===== config.mk =====
export PLATFORM = sky130hd
export DESIGN_NAME = reorder_buffer_flat
export DESIGN_NICKNAME = d
export VERILOG_FILES = /design/src/rob_pkg.sv /design/src/rob_ifs.sv /design/src/reorder_buffer.sv /design/src/flat_wrapper.sv
export VERILOG_INCLUDE_DIRS = /design/src /design/src/include
export SDC_FILE = /design/constraint.sdc
export NUM_CORES = 2
export LEC_CHECK = 0
export BUFFER_PORTS_ARGS = -buffer_cell sky130_fd_sc_hd__clkbuf_2
export CELL_PAD_IN_SITES_DETAIL_PLACEMENT = 1
export CELL_PAD_IN_SITES_GLOBAL_PLACEMENT = 1
export CORE_ASPECT_RATIO = 0.5
export CORE_MARGIN = 2
export CORE_UTILIZATION = 49
export DETAILED_ROUTE_END_ITERATION = 7
export PLACE_DENSITY = 0.91
export SETUP_SLACK_MARGIN = 0.5
export SYNTH_ARGS = -nofsm -noshare
export SYNTH_HDL_FRONTEND = slang
export SYNTH_SLANG_ARGS = --single-unit

===== constraint.sdc =====
create_clock -name clk -period 5.1 [get_ports clk]
set_input_delay 0 -clock clk [delete_from_list [all_inputs] [get_ports clk]]
set_output_delay 0 -clock clk [all_outputs]
set_load 0.05 [all_outputs]

===== src/include/rob_consts.svh =====
`ifndef ROB_CONSTS_SVH
`define ROB_CONSTS_SVH

// reorder buffer slots, power of two
`define ROB_SIZE 16
// slot index plus one, zero means no producer
`define ROB_TAG_W 5

`define REG_COUNT 32
`define REG_IDX_W 5
`define XLEN 32

// headroom for instructions already in flight upstream
`define ROB_FULL_MARGIN 4

`endif

===== src/rob_pkg.sv =====
`include "rob_consts.svh"

package rob_pkg;

    // reorder buffer tag, 0 = value already known
    typedef logic [`ROB_TAG_W-1:0] rob_tag_t;

    // architectural register number
    typedef logic [`REG_IDX_W-1:0] reg_idx_t;

    // result and operand value
    typedef logic [`XLEN-1:0] word_t;

    // program counter
    typedef logic [`XLEN-1:0] addr_t;

endpackage


===== src/rob_ifs.sv =====
`timescale 1ns/1ps

// slot allocation, rename stage to reorder buffer
interface rob_alloc_if;
    import rob_pkg::*;

    logic     alloc_valid;
    reg_idx_t alloc_rd;
    logic     alloc_is_io;
    rob_tag_t alloc_tag;
    logic     full;

    modport requester (output alloc_valid, alloc_rd, alloc_is_io, input alloc_tag, full);
    modport buffer (input alloc_valid, alloc_rd, alloc_is_io, output alloc_tag, full);
endinterface

// operand lookup of pending tags, answered combinationally
interface rob_query_if;
    import rob_pkg::*;

    rob_tag_t q1_tag;
    rob_tag_t q2_tag;
    logic     q1_ready;
    logic     q2_ready;
    word_t    q1_data;
    word_t    q2_data;

    modport requester (output q1_tag, q2_tag, input q1_ready, q2_ready, q1_data, q2_data);
    modport buffer (input q1_tag, q2_tag, output q1_ready, q2_ready, q1_data, q2_data);
endinterface

// retirement of the head slot
interface rob_commit_if;
    import rob_pkg::*;

    logic     commit_valid;
    reg_idx_t commit_rd;
    rob_tag_t commit_tag;
    word_t    commit_value;
    // taken jump, doubles as the flush
    logic     commit_jump;
    addr_t    commit_target;

    modport source (output commit_valid, commit_rd, commit_tag, commit_value,
                    commit_jump, commit_target);
    modport sink (input commit_valid, commit_rd, commit_tag, commit_value,
                  commit_jump, commit_target);
endinterface


===== src/reorder_buffer.sv =====
`timescale 1ns/1ps
`include "rob_consts.svh"

module reorder_buffer (
    input  logic               clk,
    input  logic               reset,

    // ALU and branch completion
    input  logic               alu_valid,
    input  rob_pkg::rob_tag_t  alu_tag,
    input  rob_pkg::word_t     alu_result,
    input  logic               alu_jump,
    input  rob_pkg::addr_t     alu_target,

    // load completion
    input  logic               mem_valid,
    input  rob_pkg::rob_tag_t  mem_tag,
    input  rob_pkg::word_t     mem_result,

    input  rob_pkg::rob_tag_t  store_ack_tag,
    output rob_pkg::rob_tag_t  head_io_tag,

    rob_alloc_if.buffer        alloc,
    rob_query_if.buffer        query,
    rob_commit_if.source       commit
);
    import rob_pkg::*;

    localparam int IDX_W = $clog2(`ROB_SIZE);

    typedef logic [IDX_W-1:0] idx_t;

    // head == tail with count 0 means empty
    idx_t                 head;
    idx_t                 tail;
    logic [IDX_W:0]       count;

    logic [`ROB_SIZE-1:0] busy;
    logic [`ROB_SIZE-1:0] ready;
    logic [`ROB_SIZE-1:0] jump;
    logic [`ROB_SIZE-1:0] is_io;
    reg_idx_t             slot_rd     [`ROB_SIZE];
    word_t                slot_data   [`ROB_SIZE];
    addr_t                slot_target [`ROB_SIZE];

    logic do_commit;
    logic alu_hit;
    logic mem_hit;
    logic ack_hit;
    idx_t alu_idx;
    idx_t mem_idx;
    idx_t ack_idx;
    idx_t q1_idx;
    idx_t q2_idx;

    function automatic idx_t slot_of(rob_tag_t tag);
        return idx_t'(tag - rob_tag_t'(1));
    endfunction

    assign alu_idx = slot_of(alu_tag);
    assign mem_idx = slot_of(mem_tag);
    assign ack_idx = slot_of(store_ack_tag);
    assign q1_idx  = slot_of(query.q1_tag);
    assign q2_idx  = slot_of(query.q2_tag);

    // late or stale results for free slots are dropped
    assign alu_hit = alu_valid && (alu_tag != '0) && busy[alu_idx];
    assign mem_hit = mem_valid && (mem_tag != '0) && busy[mem_idx];
    assign ack_hit = (store_ack_tag != '0) && busy[ack_idx];

    assign do_commit = busy[head] && ready[head];

    assign alloc.alloc_tag = rob_tag_t'(tail) + rob_tag_t'(1);
    assign alloc.full      = count >= (`ROB_SIZE - `ROB_FULL_MARGIN);

    assign head_io_tag = (busy[head] && is_io[head]) ? rob_tag_t'(head) + rob_tag_t'(1) : '0;

    // ready stays set after commit until the slot is reused,
    // so a register tag not yet cleared still finds its value
    assign query.q1_ready = (query.q1_tag != '0) && ready[q1_idx];
    assign query.q2_ready = (query.q2_tag != '0) && ready[q2_idx];
    assign query.q1_data  = (query.q1_tag != '0) ? slot_data[q1_idx] : '0;
    assign query.q2_data  = (query.q2_tag != '0) ? slot_data[q2_idx] : '0;

    always_ff @(posedge clk) begin
        if (reset || commit.commit_jump) begin
            head                <= '0;
            tail                <= '0;
            count               <= '0;
            busy                <= '0;
            ready               <= '0;
            jump                <= '0;
            commit.commit_valid <= 1'b0;
            commit.commit_jump  <= 1'b0;
        end else begin
            commit.commit_valid <= do_commit;
            commit.commit_jump  <= do_commit && jump[head];
            if (do_commit) begin
                busy[head] <= 1'b0;
                head       <= head + 1'b1;
            end

            if (alu_hit) begin
                ready[alu_idx] <= 1'b1;
                jump[alu_idx]  <= alu_jump;
            end
            if (mem_hit) begin
                ready[mem_idx] <= 1'b1;
            end
            // store leaves the buffer once the memory side accepts it
            if (ack_hit) begin
                ready[ack_idx] <= 1'b1;
            end

            if (alloc.alloc_valid) begin
                busy[tail]  <= 1'b1;
                ready[tail] <= 1'b0;
                jump[tail]  <= 1'b0;
                tail        <= tail + 1'b1;
            end

            case ({alloc.alloc_valid, do_commit})
                2'b10:   count <= count + 1'b1;
                2'b01:   count <= count - 1'b1;
                default: count <= count;
            endcase
        end
    end

    // slot payload and commit data
    always_ff @(posedge clk) begin
        if (do_commit) begin
            commit.commit_rd     <= slot_rd[head];
            commit.commit_tag    <= rob_tag_t'(head) + rob_tag_t'(1);
            commit.commit_value  <= slot_data[head];
            commit.commit_target <= slot_target[head];
        end
        if (alu_hit) begin
            slot_data[alu_idx]   <= alu_result;
            slot_target[alu_idx] <= alu_target;
        end
        if (mem_hit) begin
            slot_data[mem_idx] <= mem_result;
        end
        if (alloc.alloc_valid) begin
            slot_rd[tail]     <= alloc.alloc_rd;
            is_io[tail]       <= alloc.alloc_is_io;
            slot_data[tail]   <= '0;
            slot_target[tail] <= '0;
        end
    end

endmodule


===== src/flat_wrapper.sv =====
// flat-port wrapper written by rule: the top's interface ports become plain ports
module reorder_buffer_flat import rob_pkg::*;
  (clk, reset, alu_valid, alu_tag, alu_result, alu_jump, alu_target, mem_valid, mem_tag, mem_result, store_ack_tag, head_io_tag, alloc_alloc_valid, alloc_alloc_rd, alloc_alloc_is_io, alloc_alloc_tag, alloc_full, query_q1_tag, query_q2_tag, query_q1_ready, query_q2_ready, query_q1_data, query_q2_data, commit_commit_valid, commit_commit_rd, commit_commit_tag, commit_commit_value, commit_commit_jump, commit_commit_target);
  rob_alloc_if alloc_i ();
  rob_query_if query_i ();
  rob_commit_if commit_i ();
  input  logic clk;
  input  logic reset;
  input  logic alu_valid;
  input  rob_pkg::rob_tag_t alu_tag;
  input  rob_pkg::word_t alu_result;
  input  logic alu_jump;
  input  rob_pkg::addr_t alu_target;
  input  logic mem_valid;
  input  rob_pkg::rob_tag_t mem_tag;
  input  rob_pkg::word_t mem_result;
  input  rob_pkg::rob_tag_t store_ack_tag;
  output rob_pkg::rob_tag_t head_io_tag;
  input wire logic [$bits(alloc_i.alloc_valid)-1:0] alloc_alloc_valid;
  input wire logic [$bits(alloc_i.alloc_rd)-1:0] alloc_alloc_rd;
  input wire logic [$bits(alloc_i.alloc_is_io)-1:0] alloc_alloc_is_io;
  output wire logic [$bits(alloc_i.alloc_tag)-1:0] alloc_alloc_tag;
  output wire logic [$bits(alloc_i.full)-1:0] alloc_full;
  input wire logic [$bits(query_i.q1_tag)-1:0] query_q1_tag;
  input wire logic [$bits(query_i.q2_tag)-1:0] query_q2_tag;
  output wire logic [$bits(query_i.q1_ready)-1:0] query_q1_ready;
  output wire logic [$bits(query_i.q2_ready)-1:0] query_q2_ready;
  output wire logic [$bits(query_i.q1_data)-1:0] query_q1_data;
  output wire logic [$bits(query_i.q2_data)-1:0] query_q2_data;
  output wire logic [$bits(commit_i.commit_valid)-1:0] commit_commit_valid;
  output wire logic [$bits(commit_i.commit_rd)-1:0] commit_commit_rd;
  output wire logic [$bits(commit_i.commit_tag)-1:0] commit_commit_tag;
  output wire logic [$bits(commit_i.commit_value)-1:0] commit_commit_value;
  output wire logic [$bits(commit_i.commit_jump)-1:0] commit_commit_jump;
  output wire logic [$bits(commit_i.commit_target)-1:0] commit_commit_target;
  assign alloc_i.alloc_valid = alloc_alloc_valid;
  assign alloc_i.alloc_rd = alloc_alloc_rd;
  assign alloc_i.alloc_is_io = alloc_alloc_is_io;
  assign alloc_alloc_tag = alloc_i.alloc_tag;
  assign alloc_full = alloc_i.full;
  assign query_i.q1_tag = query_q1_tag;
  assign query_i.q2_tag = query_q2_tag;
  assign query_q1_ready = query_i.q1_ready;
  assign query_q2_ready = query_i.q2_ready;
  assign query_q1_data = query_i.q1_data;
  assign query_q2_data = query_i.q2_data;
  assign commit_commit_valid = commit_i.commit_valid;
  assign commit_commit_rd = commit_i.commit_rd;
  assign commit_commit_tag = commit_i.commit_tag;
  assign commit_commit_value = commit_i.commit_value;
  assign commit_commit_jump = commit_i.commit_jump;
  assign commit_commit_target = commit_i.commit_target;
  reorder_buffer u_core (.clk(clk), .reset(reset), .alu_valid(alu_valid), .alu_tag(alu_tag), .alu_result(alu_result), .alu_jump(alu_jump), .alu_target(alu_target), .mem_valid(mem_valid), .mem_tag(mem_tag), .mem_result(mem_result), .store_ack_tag(store_ack_tag), .head_io_tag(head_io_tag), .alloc(alloc_i), .query(query_i), .commit(commit_i));
endmodule

==> results.md, run 1 <==
* RD Place Congestion at 0.892
* Library cells used by synthesis at 62
* Inserted Clock Buffers at 115
* Synth Flop Type: dfxtp_1
* Worst_ep grt: head_io_tag[1]
* Ports at 286
* Tool error: [ERROR GRT-0232] Routing congestion too high. Check the congestion heatmap in the GUI.
* Row count at 94
* Clock Tree Buf Depth at 3
* Initial Util at 49.6%
* Clk sinks at 1257
* Port bufs at 285
* Outcome: aborted with a tool error
* YS warnings at 0
* Register area share after synthesis at 41.0%
* Mapped Area at 65500 um2
* Initial antenna violation count at 95
* Post-synth top area share at 33.2%
* Most frequent cell after synthesis: nand2_1
* Gr ovfl total at 186
* Die height at 262 um
* Clock root buffer: clkbuf_16
* Top post-synthesis cells by area: dfxtp_1 33%, mux4_2 22%, nand2_1 7.9%, edfxtp_1 7.8%, mux2i_1 7.1%
* Syn nets at 6682
* Synth top cells by count: 1377 x nand2_1, 1087 x dfxtp_1, 929 x a21oi_1
* Horiz. Die Dim at 521 um
* Fail Step: global routing (5_1_grt)
* Post-synth EDFFs at 170
* Post-synth top area cell: dfxtp_1
* Setup Buffers After CTS at 0
* Largest net degree at the start of global routing at 168
* WEP type: primary output
* Post-Place Cell Area at 67700 um2
* Mean area per synthesized cell at 10.0 um2
* DPL Wire Length at 161000 um
* Overall routing resource usage at 72.9%
* Synthesized instance count at 6519
* Count of state elements after synthesis at 1257
* CTS H-Tree Depth at 3
* Number of gates resized after cts at 0
* Async set-or-reset flop fraction in the synthesized netlist at 0%
[cell families after synthesis]
kind of cell	Yosys count	synth area share (%)
compound gates	1764	14.4
simple gates	1576	9.73
flops	1257	41.0
mux	1105	29.0
buf+inv	769	4.98
fa+ha+maj	30	0.585
xor+xnor	18	0.241
[routing by layer]
layer  global-route usage (%)  overflow
met1                     71.0        13
met2                     83.3        91
met3                     70.7        17
met4                     61.6        61
met5                     58.1         4
[timing repair]
action                                 in CTS
endpoints found under the hold margin    1171
setup endpoints to repair                   0
hold buffers                              143
[stage by stage]
stage | worst slack (ns) | hold slack (ns) | cells
CTS | 0.642 | 0.0488 | 8354
detailed placement | 1.10 | 0.396 | 7992
global placement | 1.27 | 0.386 | 7992
floorplan | 0.554 | 0.0989 | 6519
==> inputs of run 2 (changes only) <==
Settings changed: CELL_PAD_IN_SITES_DETAIL_PLACEMENT 1 to not set, CELL_PAD_IN_SITES_GLOBAL_PLACEMENT 1 to not set, CORE_ASPECT_RATIO 0.5 to not set, CORE_UTILIZATION 49 to 40, PLACE_DENSITY 0.91 to not set, PLACE_DENSITY_LB_ADDON set to 0.15, SETUP_SLACK_MARGIN 0.5 to not set.
==> run 2 against run 1 <==
  * The run now ends clean
  * Area after synthesis stayed put
  * Synthesized cell count stayed put
==> results.md, run 2 <==
* Outcome: complete, no violations
* Layout cells sized above 1 at 21.0%
* DPL Wire Length at 150000 um
* Hold-fix buffers, CTS at 148
* CTS H-Tree Depth at 4
* Commonest cells after routing, fill and taps aside: 1341 x nand2_1, 1083 x dfxtp_1, 929 x a21oi_1
* Port bufs at 285
* P&R area growth vs syn at 14.1%
* Horiz. Die Dim at 409 um
* Core ar. at 163000 um2
* Synth Flop Type: dfxtp_1
* Largest net degree at the start of global routing at 141
* Final Cycle Share at 83.7%
* Minimum clock period at 4.27 ns
* Registers with the most flip-flops: u_core.slot_data x512, u_core.slot_target x512, u_core.slot_rd x80
* Hold WC Path Type: in2reg
* Final setup fails at 0
* Fin worst setup slack at 0.832 ns
* Setup WS pre-CTS at 0.996 ns
* Flop2flop setup slack at 0.90 ns
* Setup crit start: u_core.head[0]
* DR iter-0 viols at 6905
* Setup CP Type: reg2out
* Fin Hold WS at 0.0612 ns
* Most common cell after layout, fill and taps aside: nand2_1
* Routed Antenna Nets at 0
* Clock Pin Slew Worst Setup and Hold Paths at 0.06 ns
* Wirelength per Cell at 30.4 um
* Fin. Hold Viols at 0
* Die height at 409 um
* Routed WL at 269000 um
* RR Endpoint: u_core.count[4]
* Power per cell area at 323 nW/um2
* Overall routing resource usage at 31.1%
* Syn nets at 6682
* First-pass GRT wire length at 380000 um
* Post-synth EDFFs at 170
* Final Max Slew Viols at 0
* CP required at 5.10 ns
* CTS tree: yes
* Mean area per synthesized cell at 10.0 um2
* Async set-or-reset flop fraction in the synthesized netlist at 0%
* Reg2Reg Depth at 12
* Vias at 55606
* DRC errors left at 0
* Top post-synthesis cells by area: dfxtp_1 33%, mux4_2 22%, nand2_1 7.9%, edfxtp_1 7.8%, mux2i_1 7.1%
* Maximum VDD drop at 405 uV
* Vias in the first global route at 52122
* Setup TNS at 0 ns
* M1 GR Usage at 40.9%
* Fmax at 0.234 GHz
* Clock Tree Buf Depth at 3
* Die outline area at 167000 um2
* Worst R2R Start: u_core.head[1]
* Clock root buffer: clkbuf_16
* Crit start category: flop
* Hold Path Stages at 5
* Number of max-cap violations at 0
* Post-synth top area share at 33.2%
* Drt pass-1 iters at 7
* Grt peak-use layer: met2
* Clk sinks at 1257
* Initial Util at 40.3%
* Crit path max fanout at 91
* Gr ovfl total at 0
* Ports at 286
* Worst Skew at 0.0470 ns
* Total design power at 24.1 mW
* Grt met3 use at 7.54%
* RSZ-0062 raised after global routing: no
* Inserted Clock Buffers at 146
* Final nets at 6683
* Leak Pwr at 25.4 nW
* Critical Path End: head_io_tag[2]
* Synth top cells by count: 1377 x nand2_1, 1087 x dfxtp_1, 929 x a21oi_1
* Library cells used by synthesis at 62
* Setup Buffers After CTS at 0
* CP Capture Type: output port
* Slew of the pin with the lowest slew margin at 1.26 ns
* Util after Layout at 46.0%
* Vias per cell at 6.30
* Filler instances at 15315
* Most frequent cell after synthesis: nand2_1
* Register area share after synthesis at 41.0%
* GR Util met2 at 48.8%
* Initial antenna violation count at 34
* Count of state elements after synthesis at 1257
* YS warnings at 0
* Mapped Area at 65500 um2
* Rel. slew slack at 16.2%
* Synthesized instance count at 6519
* RD Place Congestion at 0.855
* Post-synth top area cell: dfxtp_1
* Row count at 148
* Clock latency on the worst-skew pair at 0.84 ns
* CP Data Arrival Time at 4.27 ns
* Number of gates resized after cts at 0
run 2: logic make-up after synthesis:
| family | after synthesis | synth area share [%] |
|---|---|---|
| buf+inv | 769 | 4.98 |
| flops | 1257 | 41.0 |
| fa+ha+maj | 30 | 0.585 |
| xor+xnor | 18 | 0.241 |
| mux | 1105 | 29.0 |
| compound gates | 1764 | 14.4 |
| simple gates | 1576 | 9.73 |
run 2: layout make-up:
cell class                      instances  area (um2)  area share (%)
Multi-Input combinational cell       4493       35600            47.7
Timing Repair Buffer                  578        4370            5.84
Tap cell                             2175        2720            3.64
Antenna cell                           15        37.5          0.0502
Sequential cell                      1257       26900            36.0
Clock buffer                          217        4330            5.79
Clock inverter                         48         603           0.807
Inverter                               44         169           0.226
run 2: how the worst min path moves through the flow:
stage / to / slack, ns / start
6_report: u_core.slot_data[3][26] / 0.06 / mem_tag[2]
5_1_grt: u_core.ready[11] / 0.09 / alu_tag[3]
4_1_cts: u_core.ready[11] / 0.008 / alu_tag[3]
3_5_place_dp: u_core.tail[0] / 0.40 / alloc_alloc_valid
3_3_place_gp: u_core.tail[0] / 0.39 / alloc_alloc_valid
2_1_floorplan: u_core.is_io[0] / 0.1 / alloc_alloc_is_io
run 2: critical path, stage by stage, from the launching register on:
cell and delay (ns):
dfxtp_4 0.40, buf_4 0.63, buf_12 0.59, mux4_2 0.59, mux2_2 0.30, nand3_1 0.09
o31ai_1 0.24, and2_1 0.28, clkbuf_2 0.23
run 2: per-stage QoR:
stage	instance area [um2]	instances
6_report	74700	8827
5_1_grt	74700	8825
4_1_cts	74700	8812
3_5_place_dp	68300	8399
3_3_place_gp	68300	8399
2_1_floorplan	65500	6519
run 2: metal layers:
layer	vias to the layer above	wire length, um
met3	608	27900
li1	23877	-
met2	3345	123000
met1	27754	106000
met5	-	149
met4	22	11400
run 2: power breakdown:
part	total, mW	internal [mW]	switching [mW]
clock	10.9	6.16	4.70
combinational	2.48	1.01	1.47
sequential	10.8	10.5	0.345
total	24.1	17.6	6.52
(Power assumes the default switching activity.)
