--- src/include/rob_consts.svh ---
`ifndef ROB_CONSTS_SVH
`define ROB_CONSTS_SVH

// reorder buffer slots, power of two
`define ROB_SIZE 16
// slot index plus one, zero means no producer
`define ROB_TAG_W 5

`define REG_COUNT 32
`define REG_IDX_W 5
`define XLEN 32

// headroom for instructions already in flight upstream
`define ROB_FULL_MARGIN 4

`endif
--- src/rob_pkg.sv ---
`include "rob_consts.svh"

package rob_pkg;

    // reorder buffer tag, 0 = value already known
    typedef logic [`ROB_TAG_W-1:0] rob_tag_t;

    // architectural register number
    typedef logic [`REG_IDX_W-1:0] reg_idx_t;

    // result and operand value
    typedef logic [`XLEN-1:0] word_t;

    // program counter
    typedef logic [`XLEN-1:0] addr_t;

endpackage

--- src/rob_ifs.sv ---
`timescale 1ns/1ps

// slot allocation, rename stage to reorder buffer
interface rob_alloc_if;
    import rob_pkg::*;

    logic     alloc_valid;
    reg_idx_t alloc_rd;
    logic     alloc_is_io;
    rob_tag_t alloc_tag;
    logic     full;

    modport requester (output alloc_valid, alloc_rd, alloc_is_io, input alloc_tag, full);
    modport buffer (input alloc_valid, alloc_rd, alloc_is_io, output alloc_tag, full);
endinterface

// operand lookup of pending tags, answered combinationally
interface rob_query_if;
    import rob_pkg::*;

    rob_tag_t q1_tag;
    rob_tag_t q2_tag;
    logic     q1_ready;
    logic     q2_ready;
    word_t    q1_data;
    word_t    q2_data;

    modport requester (output q1_tag, q2_tag, input q1_ready, q2_ready, q1_data, q2_data);
    modport buffer (input q1_tag, q2_tag, output q1_ready, q2_ready, q1_data, q2_data);
endinterface


--- src/rename_stage.sv ---
`timescale 1ns/1ps

module rename_stage (
    input  logic               clk,
    input  logic               reset,
    input  logic               flush,

    input  logic               dispatch_valid,
    input  rob_pkg::reg_idx_t  dispatch_rd,
    input  rob_pkg::reg_idx_t  dispatch_rs1,
    input  rob_pkg::reg_idx_t  dispatch_rs2,
    input  logic               dispatch_is_io,

    // register file read side
    output rob_pkg::reg_idx_t  rf_rs1,
    output rob_pkg::reg_idx_t  rf_rs2,
    input  rob_pkg::word_t     rf_v1,
    input  rob_pkg::word_t     rf_v2,
    input  rob_pkg::rob_tag_t  rf_q1,
    input  rob_pkg::rob_tag_t  rf_q2,

    // register file rename write
    output logic               rename_en,
    output rob_pkg::reg_idx_t  rename_rd,
    output rob_pkg::rob_tag_t  rename_tag,

    output logic               stall,
    output logic               issue_valid,
    output rob_pkg::rob_tag_t  issue_tag,
    output rob_pkg::word_t     issue_v1,
    output rob_pkg::rob_tag_t  issue_q1,
    output rob_pkg::word_t     issue_v2,
    output rob_pkg::rob_tag_t  issue_q2,

    rob_alloc_if.requester     alloc,
    rob_query_if.requester     query
);
    import rob_pkg::*;

    logic     accept;
    word_t    op_v1;
    word_t    op_v2;
    rob_tag_t op_q1;
    rob_tag_t op_q2;

    assign accept = dispatch_valid && !alloc.full && !flush;
    assign stall  = alloc.full;

    assign rf_rs1 = dispatch_rs1;
    assign rf_rs2 = dispatch_rs2;

    assign alloc.alloc_valid = accept;
    assign alloc.alloc_rd    = dispatch_rd;
    assign alloc.alloc_is_io = dispatch_is_io;

    // only pending operands need the buffer
    assign query.q1_tag = rf_q1;
    assign query.q2_tag = rf_q2;

    // x0 keeps no producer
    assign rename_en  = accept && (dispatch_rd != '0);
    assign rename_rd  = dispatch_rd;
    assign rename_tag = alloc.alloc_tag;

    always_comb begin
        op_v1 = rf_v1;
        op_q1 = '0;
        if (rf_q1 != '0) begin
            // producer done but not yet retired
            op_v1 = query.q1_ready ? query.q1_data : '0;
            op_q1 = query.q1_ready ? '0 : rf_q1;
        end
        op_v2 = rf_v2;
        op_q2 = '0;
        if (rf_q2 != '0) begin
            op_v2 = query.q2_ready ? query.q2_data : '0;
            op_q2 = query.q2_ready ? '0 : rf_q2;
        end
    end

    always_ff @(posedge clk) begin
        if (reset || flush) begin
            issue_valid <= 1'b0;
            issue_tag   <= '0;
            issue_v1    <= '0;
            issue_q1    <= '0;
            issue_v2    <= '0;
            issue_q2    <= '0;
        end else begin
            issue_valid <= accept;
            if (accept) begin
                issue_tag <= alloc.alloc_tag;
                issue_v1  <= op_v1;
                issue_q1  <= op_q1;
                issue_v2  <= op_v2;
                issue_q2  <= op_q2;
            end
        end
    end

endmodule

--- src/flat_wrapper.sv ---
// flat-port wrapper written by rule: the top's interface ports become plain ports
module rename_stage_flat import rob_pkg::*;
  (clk, reset, flush, dispatch_valid, dispatch_rd, dispatch_rs1, dispatch_rs2, dispatch_is_io, rf_rs1, rf_rs2, rf_v1, rf_v2, rf_q1, rf_q2, rename_en, rename_rd, rename_tag, stall, issue_valid, issue_tag, issue_v1, issue_q1, issue_v2, issue_q2, alloc_alloc_valid, alloc_alloc_rd, alloc_alloc_is_io, alloc_alloc_tag, alloc_full, query_q1_tag, query_q2_tag, query_q1_ready, query_q2_ready, query_q1_data, query_q2_data);
  rob_alloc_if alloc_i ();
  rob_query_if query_i ();
  input  logic clk;
  input  logic reset;
  input  logic flush;
  input  logic dispatch_valid;
  input  rob_pkg::reg_idx_t dispatch_rd;
  input  rob_pkg::reg_idx_t dispatch_rs1;
  input  rob_pkg::reg_idx_t dispatch_rs2;
  input  logic dispatch_is_io;
  output rob_pkg::reg_idx_t rf_rs1;
  output rob_pkg::reg_idx_t rf_rs2;
  input  rob_pkg::word_t rf_v1;
  input  rob_pkg::word_t rf_v2;
  input  rob_pkg::rob_tag_t rf_q1;
  input  rob_pkg::rob_tag_t rf_q2;
  output logic rename_en;
  output rob_pkg::reg_idx_t rename_rd;
  output rob_pkg::rob_tag_t rename_tag;
  output logic stall;
  output logic issue_valid;
  output rob_pkg::rob_tag_t issue_tag;
  output rob_pkg::word_t issue_v1;
  output rob_pkg::rob_tag_t issue_q1;
  output rob_pkg::word_t issue_v2;
  output rob_pkg::rob_tag_t issue_q2;
  output wire logic [$bits(alloc_i.alloc_valid)-1:0] alloc_alloc_valid;
  output wire logic [$bits(alloc_i.alloc_rd)-1:0] alloc_alloc_rd;
  output wire logic [$bits(alloc_i.alloc_is_io)-1:0] alloc_alloc_is_io;
  input wire logic [$bits(alloc_i.alloc_tag)-1:0] alloc_alloc_tag;
  input wire logic [$bits(alloc_i.full)-1:0] alloc_full;
  output wire logic [$bits(query_i.q1_tag)-1:0] query_q1_tag;
  output wire logic [$bits(query_i.q2_tag)-1:0] query_q2_tag;
  input wire logic [$bits(query_i.q1_ready)-1:0] query_q1_ready;
  input wire logic [$bits(query_i.q2_ready)-1:0] query_q2_ready;
  input wire logic [$bits(query_i.q1_data)-1:0] query_q1_data;
  input wire logic [$bits(query_i.q2_data)-1:0] query_q2_data;
  assign alloc_alloc_valid = alloc_i.alloc_valid;
  assign alloc_alloc_rd = alloc_i.alloc_rd;
  assign alloc_alloc_is_io = alloc_i.alloc_is_io;
  assign alloc_i.alloc_tag = alloc_alloc_tag;
  assign alloc_i.full = alloc_full;
  assign query_q1_tag = query_i.q1_tag;
  assign query_q2_tag = query_i.q2_tag;
  assign query_i.q1_ready = query_q1_ready;
  assign query_i.q2_ready = query_q2_ready;
  assign query_i.q1_data = query_q1_data;
  assign query_i.q2_data = query_q2_data;
  rename_stage u_core (.clk(clk), .reset(reset), .flush(flush), .dispatch_valid(dispatch_valid), .dispatch_rd(dispatch_rd), .dispatch_rs1(dispatch_rs1), .dispatch_rs2(dispatch_rs2), .dispatch_is_io(dispatch_is_io), .rf_rs1(rf_rs1), .rf_rs2(rf_rs2), .rf_v1(rf_v1), .rf_v2(rf_v2), .rf_q1(rf_q1), .rf_q2(rf_q2), .rename_en(rename_en), .rename_rd(rename_rd), .rename_tag(rename_tag), .stall(stall), .issue_valid(issue_valid), .issue_tag(issue_tag), .issue_v1(issue_v1), .issue_q1(issue_q1), .issue_v2(issue_v2), .issue_q2(issue_q2), .alloc(alloc_i), .query(query_i));
endmodule
--- config.mk ---
export PLATFORM = sky130hd
export DESIGN_NAME = rename_stage_flat
export DESIGN_NICKNAME = d
export VERILOG_FILES = /design/src/rob_pkg.sv /design/src/rob_ifs.sv /design/src/rename_stage.sv /design/src/flat_wrapper.sv
export VERILOG_INCLUDE_DIRS = /design/src /design/src/include
export SDC_FILE = /design/constraint.sdc
export NUM_CORES = 1
export LEC_CHECK = 0
export BUFFER_PORTS_ARGS = -buffer_cell sky130_fd_sc_hd__clkbuf_2
export CORE_AREA = 2 2 110 112
export CTS_BUF_LIST = sky130_fd_sc_hd__clkbuf_4 sky130_fd_sc_hd__clkbuf_8 sky130_fd_sc_hd__clkbuf_16
export DETAILED_ROUTE_END_ITERATION = 16
export DIE_AREA = 0 0 112 114
export PLACE_DENSITY = 0.68
export SYNTH_ARGS = -nofsm -noshare
export SYNTH_HDL_FRONTEND = slang
export SYNTH_SLANG_ARGS = --single-unit
--- constraint.sdc ---
create_clock -name clk -period 2.35 [get_ports clk]
set_input_delay 0.47 -clock clk [delete_from_list [all_inputs] [get_ports clk]]
set_output_delay 0.47 -clock clk [all_outputs]
set_load 0.005 [all_outputs]
After elaboration in Yosys (flattened, before gate mapping)
Cells that the tools add are included.

operators by class
  reductions and logical operators = 9
  multiplexer cells = 8

operators by type and width
  kind                number
  32-bit 2-to-1 mux   4
  5-bit 2-to-1 mux    4
  5-bit nonzero test  3
  1-bit logical AND   3
  1-bit logical NOT   2
  1-bit logical OR    1

storage, ports and cells
  word-level logic and storage cells = 23
  bits of input ports = 166
  output and inout port bits = 119
  register bits = 80

Longest topological paths before layout
Gate-level depths: netlist of the first run.

  word-level depth = 4
  gate-level depth with buffers = 6

Worst setup path before layout of the first run
Ideal clock, no wire load.

  kind = input to output
  start = in alloc_full
  end = out rename_en
  arrival time = 1360 ps
  buffers on the path = 2
  stages on the path = 5
  data required time = 1880 ps
  setup slack = 520 ps
  path through = nand2b_1 > clkbuf_1 > nor2_1 > clkbuf_1 > o21a_1

on the way
  cells in the longest elaborated chain, start to end = 4

ends and longest elaborated chain
  element                          line                RTL
  start, declared                  flat_wrapper.sv:34  input wire logic [$bits(alloc_i.full)-1:0] alloc_full;
  1-bit logical NOT                rename_stage.sv:46  assign accept = dispatch_valid && !alloc.full && !flush;
  1-bit logical AND (2 in series)  rename_stage.sv:46
  net alloc_alloc_valid            flat_wrapper.sv:30  output wire logic [$bits(alloc_i.alloc_valid)-1:0] alloc_alloc_valid;
  1-bit logical AND                rename_stage.sv:61  assign rename_en = accept && (dispatch_rd != '0);
  end, declared                    flat_wrapper.sv:20  output logic rename_en;

The timed path passes the listed nets, and every way through them passes these cells.

Worst setup path after layout of the first run
  start = in alloc_full
  end = out rename_en

on the way
  cells in the longest elaborated chain, start to end = 4

ends and longest elaborated chain
  element                          line
  1-bit logical NOT                rename_stage.sv:46
  1-bit logical AND (2 in series)  rename_stage.sv:46
  1-bit logical AND                rename_stage.sv:61

Every way passes these cells.

==> results of run 1 <==
[area by class of cell]
class	instances	area, um2	share of cell area
Clock buffer	13	262	0.0468
Tap cell	147	184	0.0329
Multi-Input combinational cell	311	2080	0.372
Sequential cell	80	1600	0.286
Clock inverter	3	65.1	0.0116
Timing Repair Buffer	269	1400	0.251
[sequential cells by signal (all words and copies together), names as in the netlist]
register,cells
u_core.issue_v2,32
u_core.issue_q1,5
u_core.issue_tag,5
u_core.issue_valid,1
u_core.issue_q2,5
u_core.issue_v1,32
[synth_stat cells (all sizes together)]
cell	count	share of area
dfxtp	80	0.38
a31oi	64	0.095
o211ai	64	0.11
o21ai	64	0.076
or3b	64	0.13
clkbuf	52	0.046
buf	47	0.089
nand2	20	0.018
a21oi	15	0.018
nand3b	10	0.018
nor2	3	0.0027
or4	3	0.0071
nand2b	1	0.0015
nor2b	1	0.0015
o21a	1	0.0018
or2	1	0.0015
[through the flow]
step,cell area (um2),utilization,power [uW],hold WS (ns),cells
6_report,5590,0.477,3410,0.371,823
5_1_grt,5590,0.477,3560,0.370,823
4_1_cts,5590,0.477,3440,0.359,823
3_5_place_dp,5260,0.449,1910,0.449,807
3_3_place_gp,5260,0.449,1900,0.440,807
2_1_floorplan,4230,-,1700,0.448,490
[worst min path at each step]
stage | cells after the start | slack [ns] | end
floorplan | 2 | 0.45 | u_core.issue_q1[0]$_SDFFE_PP0P_
global placement | 2 | 0.44 | u_core.issue_q2[0]$_SDFFE_PP0P_
detailed placement | 2 | 0.45 | u_core.issue_q2[0]$_SDFFE_PP0P_
CTS | 3 | 0.36 | u_core.issue_tag[4]$_SDFFE_PP0P_
global route | 3 | 0.37 | u_core.issue_tag[3]$_SDFFE_PP0P_
finish | 3 | 0.37 | u_core.issue_tag[4]$_SDFFE_PP0P_
[where the power goes]
part | total (uW) | switching (uW) | internal, uW
Clock | 1530 | 541 | 994
Sequential | 1420 | 21.4 | 1400
Combinational | 454 | 237 | 217
[kinds of logic after synthesis]
logic type | count (synthesis) | synth area share
buffers and inverters | 99 | 0.135
and+or+nand+nor | 103 | 0.182
DFF | 80 | 0.379
AOI/OAI and AO/OA | 208 | 0.304
[layer usage]
metal / vias to the layer above / GRT usage / wire [um]
li1: 2183 / - / -
met4: 0 / 0.0797 / 347
met1: 2028 / 0.240 / 5230
met5: - / 0 / 0
met3: 29 / 0.0446 / 991
met2: 212 / 0.331 / 6340
[worst max-delay path, stage by stage]
cell	delay (ns)
clkbuf_2	0.12
nand2b_1	0.23
nor2_4	0.29
o21a_1	0.17
clkbuf_2	0.10
==> impl_metrics.py, run 1 <==
metrics = {
    "cells_and_area": {
        "final_common_cell": "clkbuf_2",
        "layout.nets": 837,
        "n_antenna_cell": 0,
        "fill_cells": 1141,
        "layout_common_cells": "clkbuf_2 (262), dfxtp_1 (80)",
        "syn_to_final_growth_pct": 32.3,
        "drive_gt1_frac": 0.430,
    },
    "placement": {
        "hpwl_um": 9170,
        "portBuffers": 262,
        "dp_slack_ns": 0.237,
        "gp_congestion": 0.802,
    },
    "floorplan": {
        "ios": 285,
        "rows": 40,
        "initial_core_util": 0.361,
        "fp.dieW_um": 112,
        "core_region_area_um2": 11700,
        "dieHeight_um": 114,
        "die-area_um2": 12800,
    },
    "clocking": {
        "cts_max_path_buffers": 2,
        "hold_buffers": 0,
        "cts_inserted_buffers": 9,
        "clock_sinks": 80,
        "cts_resized": 0,
        "clkTransAtPathRegs_ns": 0.05,
        "clock_latency_ns": 0.33,
        "root_buffer": "clkbuf_16",
        "ctsHtreeMaxLevel": 3,
        "post-cts-setup-buffers": 0,
        "cts_tree": "built",
    },
    "synth": {
        "synthCells": 490,
        "avgSynthCellArea_um2": 8.63,
        "syn_area_um2": 4230,
        "ys_seq_area_frac": 0.379,
        "ys_types": 19,
        "synth.yosys.warnings": 0,
        "synth_nets": 656,
        "synth_seq_cells": 80,
    },
    "min_path": {
        "hp-start": "alloc_alloc_tag[4]",
        "holdCritPathClass": "primary input to flop",
    },
    "routing": {
        "ant_nets": 0,
        "wl_um": 12900,
        "drc": 0,
        "dr_total_vias": 4452,
        "drtIter0Drc": 304,
        "avgRoutedWirePerCell_um": 15.7,
        "drt-vias-per-instance": 5.41,
        "first_pass_iters": 4,
    },
    "setup_path": {
        "ff2ff_setup_slack_ns": 1.63,
        "reg2reg_from": "u_core.issue_v2[24]$_SDFFE_PP0P_",
        "crit_path_end": "rename_en",
        "reg2reg_depth": 2,
        "critPathArrivalTime_ns": 1.38,
        "cp_max_fo": 11,
        "critPathLaunchType": "primary input",
        "reg2reg_to": "u_core.issue_v2[24]$_SDFFE_PP0P_",
        "critPathCaptureType": "output pin",
        "cp_data_required_time_ns": 1.88,
        "criticalPathCategory": "primary input to output pin",
        "crit_start": "alloc_full",
    },
    "timing": {
        "setup_ws_ns": 0.500,
        "rsz0062_at_grt": "no",
        "fin_crit_ns": 1.85,
        "worst_pin_slew_ns": 0.759,
        "slew_viol_final": 0,
        "tns_ns": 0,
        "final-setup-viol-count": 0,
        "min_period_over_period": 0.787,
        "hold_viol": 0,
        "fin_worst_skew_ns": 0,
        "worst_slew_margin_rel": 0.494,
        "fmax_mhz": 540,
    },
    "global_route": {
        "grt_antenna_before_repair": 0,
        "grt_pass1_wl_um": 20200,
        "overflow": 0,
        "grt_max_degree": 80,
        "grt_pass1_vias": 3960,
        "track_usage": 0.195,
    },
    "power": {
        "ir_worst_vdd_uv": 273,
        "power.leakage_uw": 0.00238,
        "power.density_nw_per_um2": 610,
    },
    "flow_run": {
        "drv_cap": 0,
    },
    "outcome": {
        "status": "complete, no violations",
    },
}
Note: power is estimated with default switching activity, not from simulation.
==> inputs of run 2 (changes only) <==
--- a/config.mk
+++ b/config.mk
@@ -7,10 +7,10 @@
 export NUM_CORES = 1
 export LEC_CHECK = 0
 export BUFFER_PORTS_ARGS = -buffer_cell sky130_fd_sc_hd__clkbuf_2
-export CORE_AREA = 2 2 110 112
+export CORE_AREA = 2 2 112 114
 export CTS_BUF_LIST = sky130_fd_sc_hd__clkbuf_4 sky130_fd_sc_hd__clkbuf_8 sky130_fd_sc_hd__clkbuf_16
 export DETAILED_ROUTE_END_ITERATION = 16
-export DIE_AREA = 0 0 112 114
+export DIE_AREA = 0 0 114 116
 export PLACE_DENSITY = 0.68
 export SYNTH_ARGS = -nofsm -noshare
 export SYNTH_HDL_FRONTEND = slang
==> constraint.sdc (replaced) <==
create_clock -name clk -period 1.6 [get_ports clk]
set_input_delay 0.32 -clock clk [delete_from_list [all_inputs] [get_ports clk]]
set_output_delay 0.32 -clock clk [all_outputs]
set_load 0.005 [all_outputs]
==> run 2 against run 1 <==
Against the previous run:
- clock power up 52%
- global-route usage up 0.26 points
- sequential power up 47%
- power up 50%
- critical path type is now primary input to flop
- largest cell class unchanged
==> impl_metrics.py, run 2 (synthesized netlist as in run 1, its figures left out) <==
metrics = {
    "timing": {
        "final-setup-viol-count": 0,
        "slew_viol_final": 0,
        "hold_viol": 0,
        "fmax_mhz": 643,
        "fin_crit_ns": 1.55,
        "hold_slack_ns": 0.220,
        "rsz0062_at_grt": "no",
        "worst_slew_margin_rel": 0.494,
        "min_period_over_period": 0.971,
        "worst_pin_slew_ns": 0.759,
        "fin_worst_skew_ns": 0,
    },
    "routing": {
        "dr_total_vias": 4569,
        "ant_nets": 0,
        "first_pass_iters": 4,
        "drtIter0Drc": 316,
        "drc": 0,
        "wl_um": 13500,
        "avgRoutedWirePerCell_um": 16.1,
        "drt-vias-per-instance": 5.46,
    },
    "setup_path": {
        "reg2reg_depth": 2,
        "criticalPathCategory": "primary input to flop",
        "cp_max_fo": 60,
        "crit_buf_inv": 2,
        "critPathArrivalTime_ns": 1.80,
        "cp_data_required_time_ns": 1.85,
        "timing.critical_path.cells": "clkbuf_2 > or4_4 > buf_12 > or3b_1 > a31oi_1",
        "ff2ff_setup_slack_ns": 0.84,
        "crit_family": "simple AND/OR/NAND/NOR gates",
        "critPathCaptureType": "flop",
        "crit_cells": 5,
        "cp_slowest_cell": "or4_4",
        "slowest_delay_ns": 0.55,
        "reg2reg_from": "u_core.issue_v1[6]$_SDFFE_PP0P_",
        "reg2reg_to": "u_core.issue_v1[6]$_SDFFE_PP0P_",
        "critPathLaunchType": "primary input",
    },
    "floorplan": {
        "dieHeight_um": 116,
        "rows": 40,
        "initial_core_util": 0.355,
        "die-area_um2": 13200,
        "fp.dieW_um": 114,
        "core_region_area_um2": 11900,
        "ios": 285,
    },
    "min_path": {
        "hold_end": "u_core.issue_tag[1]$_SDFFE_PP0P_",
        "holdCritPathClass": "primary input to flop",
        "hp-start": "alloc_alloc_tag[1]",
        "hold_depth": 3,
    },
    "cells_and_area": {
        "layout_common_cells": "clkbuf_2 (262), dfxtp_1 (80)",
        "final_common_cell": "clkbuf_2",
        "layout.nets": 851,
        "stdcell_count": 837,
        "drive_gt1_frac": 0.442,
        "syn_to_final_growth_pct": 36.9,
        "multi_input_area_um2": 2080,
        "reg_top3": "u_core.issue_v1 (32), u_core.issue_v2 (32)",
        "n_antenna_cell": 0,
        "fill_cells": 1153,
        "register_area_um2": 1600,
    },
    "clocking": {
        "cts_resized": 0,
        "clkTransAtPathRegs_ns": 0.06,
        "cts_inserted_buffers": 9,
        "clock_sinks": 80,
        "ctsHtreeMaxLevel": 3,
        "cts_tree": "built",
        "clock_latency_ns": 0.33,
        "hold_buffers": 0,
        "cts_max_path_buffers": 2,
        "root_buffer": "clkbuf_16",
        "post-cts-setup-buffers": 0,
    },
    "global_route": {
        "grt_antenna_before_repair": 0,
        "overflow": 0,
        "grt_pass1_wl_um": 20900,
        "use_met3": 0.0450,
        "grt_use_met2": 0.326,
        "grt_max_degree": 80,
        "grt.busiest_layer": "met2",
        "grt_pass1_vias": 4235,
        "met1_usage": 0.242,
        "track_usage": 0.198,
    },
    "placement": {
        "hpwl_um": 9380,
        "gp_congestion": 0.823,
        "dp.cells": 821,
        "portBuffers": 262,
    },
    "power": {
        "power.density_nw_per_um2": 886,
        "ir_worst_vdd_uv": 467,
        "power.leakage_uw": 0.00248,
        "p_seq_frac": 0.407,
        "intPower_uw": 3940,
        "pwr-share-clk": 0.454,
        "switching_share": 0.232,
        "pwr-share-comb": 0.139,
        "power.switching_uw": 1190,
    },
    "flow_run": {
        "drv_cap": 0,
    },
    "outcome": {
        "status": "complete, no violations",
    },
}
[run 2: how the worst max path moves through the flow]
stage | slack [ns] | from | end
2_1_floorplan | -0.05 | rf_q1[3] | u_core.issue_v1[26]$_SDFFE_PP0P_
3_3_place_gp | -0.19 | rf_q2[3] | u_core.issue_v2[25]$_SDFFE_PP0P_
3_5_place_dp | -0.26 | rf_q1[3] | u_core.issue_v1[6]$_SDFFE_PP0P_
4_1_cts | 0.07 | dispatch_rd[0] | rename_en
5_1_grt | 0.01 | dispatch_rd[0] | rename_en
6_report | 0.05 | rf_q1[3] | u_core.issue_v1[6]$_SDFFE_PP0P_
[run 2: area by class of cell]
| type | instances | area share |
|---|---|---|
| clock buffer | 14 | 0.0487 |
| sequential | 80 | 0.277 |
| multi-input combinational | 311 | 0.359 |
| tap | 147 | 0.0318 |
| clock inverter | 2 | 0.0104 |
| timing repair buffer | 283 | 0.273 |
[run 2: power by group through the flow]
stage / sequential, uW / clock, uW / combinational, uW
finish: 2090 / 2330 / 713
global route: 2090 / 2470 / 789
CTS: 2090 / 2380 / 719
detailed placement: 2130 / 0 / 716
global placement: 2130 / 0 / 702
floorplan: 2130 / 0 / 373
[run 2: worst reg2reg max path, stage by stage (launching register included)]
cell and delay (ns):
dfxtp_1 0.35, o21ai_0 0.11, a31oi_1 0.21
[run 2: stage by stage]
| step | utilization | setup slack (ns) | area, um2 | power [uW] | setup TNS (ns) |
|---|---|---|---|---|---|
| CTS | 0.486 | 0.0692 | 5790 | 5180 | 0 |
| global route | 0.486 | 0.0139 | 5790 | 5350 | 0 |
| finish | 0.486 | 0.0457 | 5790 | 5130 | 0 |
| detailed placement | 0.457 | -0.260 | 5440 | 2840 | -12.24 |
| global placement | 0.457 | -0.191 | 5440 | 2830 | -9.81 |
| floorplan | - | -0.0475 | 4240 | 2500 | -2.59 |
[run 2: metal layers]
metal	vias to the layer above	wire length, um
met5	-	0
met4	0	413
met3	30	852
met2	181	6720
met1	2134	5520
li1	2224	-
